<file path="src/character_pkg.sv">
`default_nettype none

package character_pkg;

    // physics number format
    localparam int PHY_WIDTH = 10;                  // top bit index, 11-bit values
    typedef logic signed [PHY_WIDTH:0] phy_t;

    // movement states
    typedef enum logic [2:0] {
        IDLE,
        LEFT,
        RIGHT,
        CHARGE,
        JUMP,
        AIRBORNE
    } move_state_t;

    // ----------------------------------------
    // map and character geometry
    // ----------------------------------------
    localparam int MAP_WIDTH_X  = 100;
    localparam int MAP_WIDTH_Y  = 100;
    localparam int MAP_X_OFFSET = 270;
    localparam int MAP_Y_OFFSET = 50;
    localparam int WALL_WIDTH   = 10;
    localparam int CHAR_WIDTH_X = 32;
    localparam int CHAR_WIDTH_Y = 32;

    // x is mirrored, so the left limit is the larger one
    localparam phy_t LEFT_LIMIT    = phy_t'(MAP_X_OFFSET + WALL_WIDTH
                                            + MAP_WIDTH_X - 2 * WALL_WIDTH - CHAR_WIDTH_X);
    localparam phy_t RIGHT_LIMIT   = phy_t'(MAP_X_OFFSET + WALL_WIDTH);
    localparam phy_t FLOOR_Y       = phy_t'(MAP_Y_OFFSET + WALL_WIDTH);
    localparam phy_t CEILING_Y     = phy_t'(MAP_Y_OFFSET + WALL_WIDTH
                                            + MAP_WIDTH_Y - 2 * WALL_WIDTH - CHAR_WIDTH_Y);
    localparam phy_t INITIAL_POS_X = phy_t'((MAP_X_OFFSET + WALL_WIDTH) * 2
                                            + MAP_WIDTH_X - 2 * WALL_WIDTH - CHAR_WIDTH_X) >>> 1;

    // ----------------------------------------
    // physics constants
    // ----------------------------------------
    localparam phy_t GRAVITY    = phy_t'(-1);
    localparam phy_t WALK_STEP  = phy_t'(1);
    localparam phy_t JUMP_VEL_X = phy_t'(4);
    localparam phy_t JUMP_VEL_Y = phy_t'(8);

    // jump charge counter
    localparam int CHARGE_WIDTH = 7;
    localparam logic [CHARGE_WIDTH-1:0] MAX_CHARGE       = CHARGE_WIDTH'(100);
    localparam logic [CHARGE_WIDTH-1:0] CHARGE_INCREMENT = CHARGE_WIDTH'(10);

endpackage

`default_nettype wire

</file>
<file path="src/motion_if.sv">
`timescale 1ns/1ns
`default_nettype none

interface motion_if
    import character_pkg::*;
();

    // commands from jump_control
    logic              walk;          // level, high in LEFT or RIGHT
    logic signed [1:0] walk_dir;      // +1 left, -1 right
    logic              launch;        // level, high in JUMP
    phy_t              launch_vel_x;
    phy_t              launch_vel_y;

    // contact events from wall_resolver
    logic hit_side;                   // one-cycle pulses
    logic hit_ceiling;
    logic landed;
    logic on_ground;                  // level

    modport ctrl (
        output walk, walk_dir, launch, launch_vel_x, launch_vel_y,
        input  hit_side, hit_ceiling, landed, on_ground
    );

    modport body (
        input walk, walk_dir, launch, launch_vel_x, launch_vel_y,
        input hit_side, hit_ceiling, landed, on_ground
    );

    modport resolver (
        output hit_side, hit_ceiling, landed, on_ground
    );

endinterface

`default_nettype wire

</file>
<file path="src/body_integrator.sv">
`timescale 1ns/1ns
`default_nettype none

module body_integrator
    import character_pkg::*;
(
    input  logic   character_clk,
    input  logic   sys_rst_n,
    motion_if.body cmd,
    motion_if.body contact,
    output phy_t   vel_x,
    output phy_t   vel_y,
    output phy_t   step_x,
    output phy_t   step_y
);

    phy_t vel_x_next;
    phy_t vel_y_next;
    phy_t walk_nudge;

    // ----------------------------------------
    // next velocity
    // ----------------------------------------
    always_comb begin
        vel_x_next = vel_x;
        vel_y_next = vel_y;
        if (cmd.launch) begin
            vel_x_next = cmd.launch_vel_x;
            vel_y_next = cmd.launch_vel_y;
        end else begin
            // horizontal: landing stops, walls reflect
            if (contact.landed) begin
                vel_x_next = '0;
            end else if (contact.hit_side) begin
                vel_x_next = -vel_x;
            end

            // vertical
            if (contact.landed || contact.hit_ceiling) begin
                vel_y_next = '0;
            end else if (!contact.on_ground) begin
                vel_y_next = vel_y + GRAVITY;
            end
        end
    end

    // one nudge per walk cycle, only meaningful on the ground
    assign walk_nudge = cmd.walk ? phy_t'(cmd.walk_dir) * WALK_STEP : '0;

    always_ff @(posedge character_clk or negedge sys_rst_n) begin
        if (!sys_rst_n) begin
            vel_x <= '0;
            vel_y <= '0;
        end else begin
            vel_x <= vel_x_next;
            vel_y <= vel_y_next;
        end
    end

    // step follows the corrected velocity, so at most one stale step after a contact
    always_ff @(posedge character_clk or negedge sys_rst_n) begin
        if (!sys_rst_n) begin
            step_x <= '0;
            step_y <= '0;
        end else begin
            step_x <= vel_x_next + walk_nudge;
            step_y <= vel_y_next;
        end
    end

endmodule

`default_nettype wire

</file>
<file path="src/character_top.sv">
`timescale 1ns/1ns
`default_nettype none

module character_top
    import character_pkg::*;
(
    input  logic                    character_clk,
    input  logic                    sys_rst_n,
    input  logic                    left_btn,
    input  logic                    right_btn,
    input  logic                    jump_btn,
    output phy_t                    pos_x,
    output phy_t                    pos_y,
    output phy_t                    vel_x,
    output phy_t                    vel_y,
    output logic signed [1:0]       face,
    output logic [CHARGE_WIDTH-1:0] charge_cnt,
    output move_state_t             state,
    output logic                    on_ground
);

    phy_t step_x;
    phy_t step_y;

    motion_if u_cmd_if ();        // jump_control to body_integrator
    motion_if u_contact_if ();    // wall_resolver back to both

    jump_control u_jump_control (
        .character_clk (character_clk),
        .sys_rst_n     (sys_rst_n),
        .left_btn      (left_btn),
        .right_btn     (right_btn),
        .jump_btn      (jump_btn),
        .cmd           (u_cmd_if.ctrl),
        .contact       (u_contact_if.ctrl),
        .state         (state),
        .face          (face),
        .charge_cnt    (charge_cnt)
    );

    body_integrator u_body_integrator (
        .character_clk (character_clk),
        .sys_rst_n     (sys_rst_n),
        .cmd           (u_cmd_if.body),
        .contact       (u_contact_if.body),
        .vel_x         (vel_x),
        .vel_y         (vel_y),
        .step_x        (step_x),
        .step_y        (step_y)
    );

    wall_resolver u_wall_resolver (
        .character_clk (character_clk),
        .sys_rst_n     (sys_rst_n),
        .step_x        (step_x),
        .step_y        (step_y),
        .contact       (u_contact_if.resolver),
        .pos_x         (pos_x),
        .pos_y         (pos_y)
    );

    assign on_ground = u_contact_if.on_ground;

endmodule

`default_nettype wire

</file>
<file path="src/jump_control.sv">
`timescale 1ns/1ns
`default_nettype none

module jump_control
    import character_pkg::*;
(
    input  logic                    character_clk,
    input  logic                    sys_rst_n,
    input  logic                    left_btn,
    input  logic                    right_btn,
    input  logic                    jump_btn,
    motion_if.ctrl                  cmd,
    motion_if.ctrl                  contact,
    output move_state_t             state,
    output logic signed [1:0]       face,        // +1 left, -1 right
    output logic [CHARGE_WIDTH-1:0] charge_cnt
);

    logic        left_btn_d;
    logic        right_btn_d;
    logic        jump_btn_d;
    logic        left_rise;
    logic        right_rise;
    logic        jump_rise;
    move_state_t next_state;
    phy_t        log_cnt;

    // smallest n with 2**n >= value
    function automatic phy_t ceil_log2(input logic [CHARGE_WIDTH-1:0] value);
        logic [CHARGE_WIDTH-1:0] below;
        phy_t                    result;
        below  = value - 1'b1;
        result = '0;
        for (int i = 0; i < CHARGE_WIDTH; i++) begin
            if (below[i]) begin
                result = phy_t'(i + 1);
            end
        end
        return result;
    endfunction

    // ----------------------------------------
    // button edges
    // ----------------------------------------
    always_ff @(posedge character_clk or negedge sys_rst_n) begin
        if (!sys_rst_n) begin
            left_btn_d  <= 1'b0;
            right_btn_d <= 1'b0;
            jump_btn_d  <= 1'b0;
        end else begin
            left_btn_d  <= left_btn;
            right_btn_d <= right_btn;
            jump_btn_d  <= jump_btn;
        end
    end

    assign left_rise  = left_btn & ~left_btn_d;
    assign right_rise = right_btn & ~right_btn_d;
    assign jump_rise  = jump_btn & ~jump_btn_d;

    // ----------------------------------------
    // movement FSM
    // ----------------------------------------
    always_comb begin
        next_state = IDLE;
        case (state)
            IDLE, LEFT, RIGHT: begin
                if (contact.on_ground) begin
                    if (left_rise) begin          // left wins over right and jump
                        next_state = LEFT;
                    end else if (right_rise) begin
                        next_state = RIGHT;
                    end else if (jump_rise) begin
                        next_state = CHARGE;
                    end
                end
            end
            CHARGE: begin
                if (charge_cnt >= MAX_CHARGE || !jump_btn) begin
                    next_state = JUMP;
                end else begin
                    next_state = CHARGE;
                end
            end
            JUMP:     next_state = AIRBORNE;
            AIRBORNE: next_state = contact.landed ? IDLE : AIRBORNE;
            default:  next_state = IDLE;
        endcase
    end

    always_ff @(posedge character_clk or negedge sys_rst_n) begin
        if (!sys_rst_n) begin
            state <= IDLE;
        end else begin
            state <= next_state;
        end
    end

    // charge saturates once the limit is reached
    always_ff @(posedge character_clk or negedge sys_rst_n) begin
        if (!sys_rst_n) begin
            charge_cnt <= CHARGE_WIDTH'(1);
        end else if (state == CHARGE && charge_cnt < MAX_CHARGE) begin
            charge_cnt <= charge_cnt + CHARGE_INCREMENT;
        end else if (state == JUMP) begin
            charge_cnt <= CHARGE_WIDTH'(1);
        end
    end

    always_ff @(posedge character_clk or negedge sys_rst_n) begin
        if (!sys_rst_n) begin
            face <= 2'sd1;
        end else if (contact.hit_side) begin
            face <= -face;                        // bounced off a wall
        end else if (state == LEFT) begin
            face <= 2'sd1;
        end else if (state == RIGHT) begin
            face <= -2'sd1;
        end
    end

    // ----------------------------------------
    // commands to the integrator
    // ----------------------------------------
    assign log_cnt = ceil_log2(charge_cnt);

    assign cmd.walk         = (state == LEFT) || (state == RIGHT);
    assign cmd.walk_dir     = (state == LEFT) ? 2'sd1 : ((state == RIGHT) ? -2'sd1 : 2'sd0);
    assign cmd.launch       = (state == JUMP);
    assign cmd.launch_vel_x = JUMP_VEL_X * log_cnt * phy_t'(face);
    assign cmd.launch_vel_y = JUMP_VEL_Y * log_cnt;

endmodule

`default_nettype wire

</file>
<file path="src/wall_resolver.sv">
`timescale 1ns/1ns
`default_nettype none

module wall_resolver
    import character_pkg::*;
(
    input  logic       character_clk,
    input  logic       sys_rst_n,
    input  phy_t       step_x,
    input  phy_t       step_y,
    motion_if.resolver contact,
    output phy_t       pos_x,
    output phy_t       pos_y
);

    phy_t sum_x;
    phy_t sum_y;
    phy_t clamp_x;
    phy_t clamp_y;
    logic left_hit;
    logic right_hit;
    logic floor_hit;
    logic ceiling_hit;

    // ----------------------------------------
    // step and clamp
    // ----------------------------------------
    assign sum_x = pos_x + step_x;
    assign sum_y = pos_y + step_y;

    assign left_hit    = (sum_x > LEFT_LIMIT);            // left grows x
    assign right_hit   = (sum_x < RIGHT_LIMIT);
    assign floor_hit   = (sum_y <= FLOOR_Y) && (step_y < 0);
    assign ceiling_hit = (sum_y >= CEILING_Y) && (step_y > 0);

    always_comb begin
        clamp_x = sum_x;
        if (left_hit) begin
            clamp_x = LEFT_LIMIT;
        end else if (right_hit) begin
            clamp_x = RIGHT_LIMIT;
        end
    end

    always_comb begin
        clamp_y = sum_y;
        if (floor_hit) begin
            clamp_y = FLOOR_Y;
        end else if (ceiling_hit) begin
            clamp_y = CEILING_Y;
        end
    end

    always_ff @(posedge character_clk or negedge sys_rst_n) begin
        if (!sys_rst_n) begin
            pos_x <= INITIAL_POS_X;
            pos_y <= FLOOR_Y;
        end else begin
            pos_x <= clamp_x;
            pos_y <= clamp_y;
        end
    end

    // ----------------------------------------
    // contact reporting
    // ----------------------------------------
    // a clamp at a limit already touched is a stale step, no new pulse
    always_ff @(posedge character_clk or negedge sys_rst_n) begin
        if (!sys_rst_n) begin
            contact.hit_side    <= 1'b0;
            contact.hit_ceiling <= 1'b0;
            contact.landed      <= 1'b0;
        end else begin
            contact.hit_side    <= (left_hit && pos_x != LEFT_LIMIT)
                                || (right_hit && pos_x != RIGHT_LIMIT);
            contact.hit_ceiling <= ceiling_hit && (pos_y != CEILING_Y);
            contact.landed      <= floor_hit && (pos_y != FLOOR_Y);   // was airborne
        end
    end

    assign contact.on_ground = (pos_y == FLOOR_Y);

endmodule

`default_nettype wire
</file>
<file path="config.mk">
export PLATFORM = sky130hd
export DESIGN_NAME = character_top
export DESIGN_NICKNAME = d
export VERILOG_FILES = /design/src/character_pkg.sv /design/src/motion_if.sv /design/src/body_integrator.sv /design/src/character_top.sv /design/src/jump_control.sv /design/src/wall_resolver.sv
export SDC_FILE = /design/constraint.sdc
export NUM_CORES = 1
export LEC_CHECK = 0
export BUFFER_PORTS_ARGS = -buffer_cell sky130_fd_sc_hd__buf_2
export CAP_MARGIN = 40
export CORE_ASPECT_RATIO = 0.9
export CORE_MARGIN = 1
export CORE_UTILIZATION = 45
export CTS_BUF_LIST = sky130_fd_sc_hd__clkbuf_16
export DETAILED_ROUTE_END_ITERATION = 10
export HOLD_SLACK_MARGIN = 0.05
export PLACE_DENSITY_LB_ADDON = 0.08
export SYNTH_ARGS = -nofsm -noshare
export SYNTH_HDL_FRONTEND = slang
export SYNTH_SLANG_ARGS = --single-unit
export TNS_END_PERCENT = 100
</file>
<file path="constraint.sdc">
create_clock -name character_clk -period 6.1 [get_ports character_clk]
set_input_delay 1.22 -clock character_clk [delete_from_list [all_inputs] [get_ports character_clk]]
set_output_delay 1.22 -clock character_clk [all_outputs]
set_load 0.01 [all_outputs]
</file>
Word-level counts from Yosys, hierarchy flattened

Index checks and enable logic that the tools add are counted.

Output and inout bits: 57
Word-level logic and storage cells: 96
Bits in latches: 0
ROM bits: 0
Memories: 0
Memory bits (writable): 0
Bits of input ports: 5
Flip-flop bits (word level): 73

Shift operators: 0
Bitwise gates (word level): 6
Reductions and logical operators: 16
Multiplexer cells: 32
Multiply operators: 1
Equality and inequality tests: 11
Add/sub/neg operators: 8
Order comparisons: 8
Div/mod/pow operators: 0

Operators with widths:

| kind                  | number |
|---|---|
| $mux 11               | 11 |
| $add 11x11->11        | 3 |
| $mux 3                | 9 |
| $ne 11x10->1 const B  | 2 |
| $mux 2                | 8 |
| $mux 7                | 2 |
| $pmux 3 s4            | 1 |
| $add 11x1->11 const B | 1 |
| $eq 11x7->1 const B   | 1 |
| $ge 11x8->1 const B   | 1 |
| $gt 11x1->1 const B   | 1 |
| $gt 11x10->1 const B  | 1 |
| $le 11x7->1 const B   | 1 |
| $lt 11x1->1 const B   | 1 |
| $lt 11x10->1 const B  | 1 |
| $ne 11x7->1 const B   | 1 |
| $ne 11x8->1 const B   | 1 |
| $neg 11->11           | 1 |
| $add 7x4->7 const B   | 1 |
| $ge 7x7->1 const B    | 1 |
| $logic_and 1x1->1     | 7 |
| $lt 7x7->1 const B    | 1 |
| $sub 7x1->7 const B   | 1 |
| $eq 3x2->1 const B    | 2 |
| other kinds (14)      | 22 |

Depth between registers and ports, before layout

Depth after elaboration: 11
Mapped depth: 22
Gate-level depth less buffers: 21

By module

A second synthesis with hierarchy kept.

Cell total of the unflattened synthesis: 598
Area total of the unflattened synthesis: 5526.6 µm²

Modules (own cells, without submodules):

| module          | times used | sequential area each (µm²) | cells each | area each (µm²) |
|---|---|---|---|---|
| body_integrator | 1          | 825.8                      | 233        | 2070.7 |
| wall_resolver   | 1          | 634.4                      | 209        | 2003.2 |
| jump_control    | 1          | 377.9                      | 155        | 1448.9 |
| character_top   | 1          | 0.0                        | 1          | 3.8 |

Worst setup path before layout

OpenSTA, ideal clock, no wires.

Path kind: reg-to-reg
Start point: reg u_jump_control.charge_cnt[2]
End point: reg u_body_integrator.step_x[10]
Slack: 1.559 ns
Buffers on the path: 1
Data required time: 5.975 ns
Data arrival time: 4.416 ns
Period minus slack after synthesis: 4.541 ns
Cell stages (with the launch flop): 23
Library setup time: 0.125 ns
Cell sequence: dfrtp_1 -> clkbuf_1 -> inv_1 -> ha_1 -> a21boi_0 -> xor2_1 -> o21ai_0 -> a21o_1 -> a21oi_1 -> nand2_1 -> fa_1 -> inv_1 -> ha_1 -> inv_1 -> fa_1 -> xor2_1 -> o22ai_1 -> ha_1 -> or2_2 -> a21oi_1 -> a21oi_1 -> a31oi_1 -> xnor2_1

Word-level cells in the longest chain between the ends: 9

Ends and longest elaborated chain:

| what                                      | RTL line              | source |
|---|---|---|
| from (decl)                               | jump_control.sv:16    | `output logic [CHARGE_WIDTH-1:0] charge_cnt` |
| from (signal assigned)                    | jump_control.sv:104   | `charge_cnt <= charge_cnt + CHARGE_INCREMENT;` |
| $sub 7x1->7 *                             | jump_control.sv:32    | `below = value - 1'b1;` |
| $mux 2                                    | jump_control.sv:35    | `if (below[i]) begin` |
| $mux 3 (3 in a row)                       | jump_control.sv:35    |  |
| $mux 3 *                                  | jump_control.sv:35    |  |
| $mul 4x2->6 *                             | jump_control.sv:130   | `assign cmd.launch_vel_x = JUMP_VEL_X * log_cnt * phy_t'(face);` |
| $mux 11 *                                 | body_integrator.sv:27 | `if (cmd.launch) begin` |
| named net u_body_integrator.vel_x_next[6] | body_integrator.sv:17 | `phy_t vel_x_next;` |
| $add 11x11->11 *                          | body_integrator.sv:66 | `step_x <= vel_x_next + walk_nudge;` |
| to (signal assigned)                      | body_integrator.sv:66 |  |
| to (decl)                                 | body_integrator.sv:13 | `output phy_t step_x,` |

Mark *: on every way through the listed nets, which the timed path passes. The rest lies on a longest branch.
A chain may end at the register's enable or synchronous reset.

Worst setup path in the final report

Same ends and word-level chain as after synthesis.

==> qor.yml <==
status: "finished, final reports clean"
clock_skew_ps: 4.54
seq_area_um2: 1840
fmax_mhz: 202
r2r-start: "u_jump_control.charge_cnt[2]"
ys_top_cells_by_area: "dfrtp_1, ha_1, dfstp_2"
routed_via_density: 5.62
grt_max_degree: 52
cp-end-kind: "register"
grt_pass1_vias: 3832
ys_async_sr_fraction: 1.00
cts_buffers: 9
cts_resized: 0
r2r_slack_ps: 1160
hpwl_um: 8860
worstSkewPairLatency_ps: 340
required_ps: 6320
final_cell_mix: "dfrtp_1, buf_2, ha_1, a21oi_1, inv_1"
cts-root-buf: "clkbuf_16"
nets: 632
critical_path.cell_chain: "inv_1, ha_1, a21boi_0, xor2_1, o21ai_0, a21o_1, a21oi_1, nand2_1, fa_1, inv_1, ha_1, inv_1, fa_1, xor2_1, o22ai_1, ha_1, or2_2, a21oi_1, a21oi_1, a31oi_1, xnor2_1"
cpPeakStageDelay_ps: 530
slew_violations: 0
worst_pin_slew_ps: 741
finalSetupTns_ps: 0
grt-ovfl-total: 0
ys_ff_latch: 73
wl_per_cell_um: 16.0
avgSynthCellArea_um2: 9.56
hold_viol: 0
hold_class: "register to register"
synth.top_cell.area_share: 0.319
multi_input_area_um2: 2980
portBuffers: 61
ys.flop_type: "dfrtp_1"
rsz0062_at_grt: "no"
drc: 0
io_pins: 62
path_class: "register to register"
fp.dieW_um: 113
postCtsHoldBufs: 0
cts_max_level: 3
final_common_cell: "dfrtp_1"
holdPathEnd: "u_jump_control.charge_cnt[0]"
yosysWarnings: 0
syn_area_um2: 5020
reg2reg_to: "u_body_integrator.step_x[10]"
fillers: 1003
maxCapViolCount: 0
whs_path_depth: 2
drive_gt1_frac: 0.179
ys_seq_area_frac: 0.366
hold_start: "u_jump_control.charge_cnt[0]"
cts.sinks: 73
yosys.area.top_type: "dfrtp_1"
rows: 36
p_total_w: 0.00373
slew_headroom: 0.503
finalCriticalPeriod_ps: 4940
coreArea_um2: 10900
syn_to_final_growth_pct: 14.6
synth_edf_count: 0
num_vias: 4149
drt_iter0_drc: 180
arrival_ps: 5160
reg2regPathDepth: 21
critPathBufInv: 3
cp-start-kind: "register"
clkTransAtPathRegs_ps: 60
grt_first_pass_wirelength_um: 19300
dr.pass1.iters: 4
p_per_area_nw_per_um2: 648
antenna_found_initial: 0
place_congestion: 0.835
crit_slowest_cell: "dfrtp_1"
final-setup-viol-count: 0
initial_core_util: 0.462
cp_max_fo: 11
crit_family: "compound AO/OA/AOI/OAI gates"
synth_cells: 525
cts_tree: "done"
finalCritPeriodShare: 0.810
peakVddDrop_v: 0.000215
num_antenna_cells: 0
syn_nets: 576
cts.path.max_buffers: 2
groute.usage.overall: 0.215
leakagePower_nw: 2.79
fp.dieArea_um2: 11600
wirelength_um: 11800
antenna_left: 0
post-cts-setup-buffers: 0
die_h_um: 102
synth_cell_types: 75
[worst reg2reg max path: stages (launching register included)]
cell      delay, ps
dfrtp_1         530
inv_1           150
ha_1            200
a21boi_0        270
xor2_1          340
o21ai_0         160
a21o_1          200
a21oi_1         290
nand2_1         140
fa_1            420
inv_1            60
ha_1            160
inv_1            60
fa_1            370
xor2_1          150
o22ai_1         180
ha_1            310
or2_2           280
a21oi_1         140
a21oi_1          80
a31oi_1         230
xnor2_1          90
[final cells by class]
type / instances / share of cell area
sequential: 73 / 0.320
clock inverter: 7 / 0.00957
clock buffer: 9 / 0.0392
tap: 152 / 0.0331
timing repair buffer: 64 / 0.0609
inverter: 31 / 0.0202
multi-input combinational: 402 / 0.517
[power by group]
part           switching [W]  total [W]  internal [W]
combinational        0.00135    0.00234      0.000984
sequential          0.000192   0.000882      0.000690
clock               0.000201   0.000511      0.000309
[synth_stat cells (all sizes together), types with 3 or more instances]
cell,count
a211oi,6
a21boi,3
a21o,12
a21oi,35
a31oi,8
and2,4
and3,9
and4,4
buf,4
clkbuf,15
dfrtp,64
dfstp,9
fa,5
ha,41
inv,31
nand2,27
nand2b,6
nand3,7
nand4,4
nand4b,4
nor2,31
nor2b,7
nor3,20
nor3b,5
nor4,4
o211ai,5
o21a,4
o21ai,32
o22a,4
o22ai,5
o311ai,4
o31ai,9
o32ai,3
or3,11
or3b,4
xnor2,26
xor2,24
[cells by family after synthesis]
kind of cell             Yosys count  share of synthesized area
AND/OR/NAND/NOR                  155                      0.175
AO/OA/AOI/OAI                    147                      0.200
multiplexers                       3                    0.00623
adder cells (fa/ha/maj)           47                      0.124
flip-flops                        73                      0.366
buffers and inverters             50                     0.0406
XOR/XNOR                          50                     0.0873
[per-layer routing]
layer / global-route usage / part of all wire / routed length [um]
met5: 0 / 0 / 0
met4: 0.0769 / 0.016 / 195
met3: 0.0409 / 0.031 / 361
met2: 0.350 / 0.48 / 5620
met1: 0.290 / 0.48 / 5650
[stage by stage]
stage	cell area (um2)	instances	setup slack (ps)	hold WS, ps	utilization
2_1_floorplan	5020	525	1560	510	-
3_3_place_gp	5440	721	1390	516	0.501
3_5_place_dp	5470	722	1180	519	0.504
4_1_cts	5750	738	1160	531	0.530
5_1_grt	5750	738	719	562	0.530
6_report	5750	738	1160	526	0.530
[flip-flops by register name, summed over array words and instances, names as in the netlist]
register and cells:
u_body_integrator.step_x 11, u_body_integrator.vel_x 11, u_body_integrator.vel_y 11, u_wall_resolver.pos_x 11
u_wall_resolver.pos_y 11, u_jump_control.charge_cnt 7, u_jump_control.state 3, u_jump_control.face 2
u_jump_control.jump_btn_d 1, u_jump_control.left_btn_d 1, u_jump_control.right_btn_d 1, u_wall_resolver.contact.hit_ceiling 1
u_wall_resolver.contact.hit_side 1, u_wall_resolver.contact.landed 1
[how the worst max path moves through the flow]
stage	slack (ps)	depth (start not counted)	endpoint	startpoint
finish	1160	21	u_body_integrator.step_x[10]	u_jump_control.charge_cnt[2]
global route	720	21	u_body_integrator.step_x[10]	u_jump_control.charge_cnt[2]
CTS	1160	21	u_body_integrator.step_x[10]	u_jump_control.charge_cnt[2]
detailed placement	1180	21	u_body_integrator.step_x[10]	u_jump_control.charge_cnt[2]
global placement	1390	21	u_body_integrator.step_x[10]	u_jump_control.charge_cnt[2]
floorplan	1560	22	u_body_integrator.step_x[10]	u_jump_control.charge_cnt[2]
No activity file was read; power rests on OpenSTA's default activity.
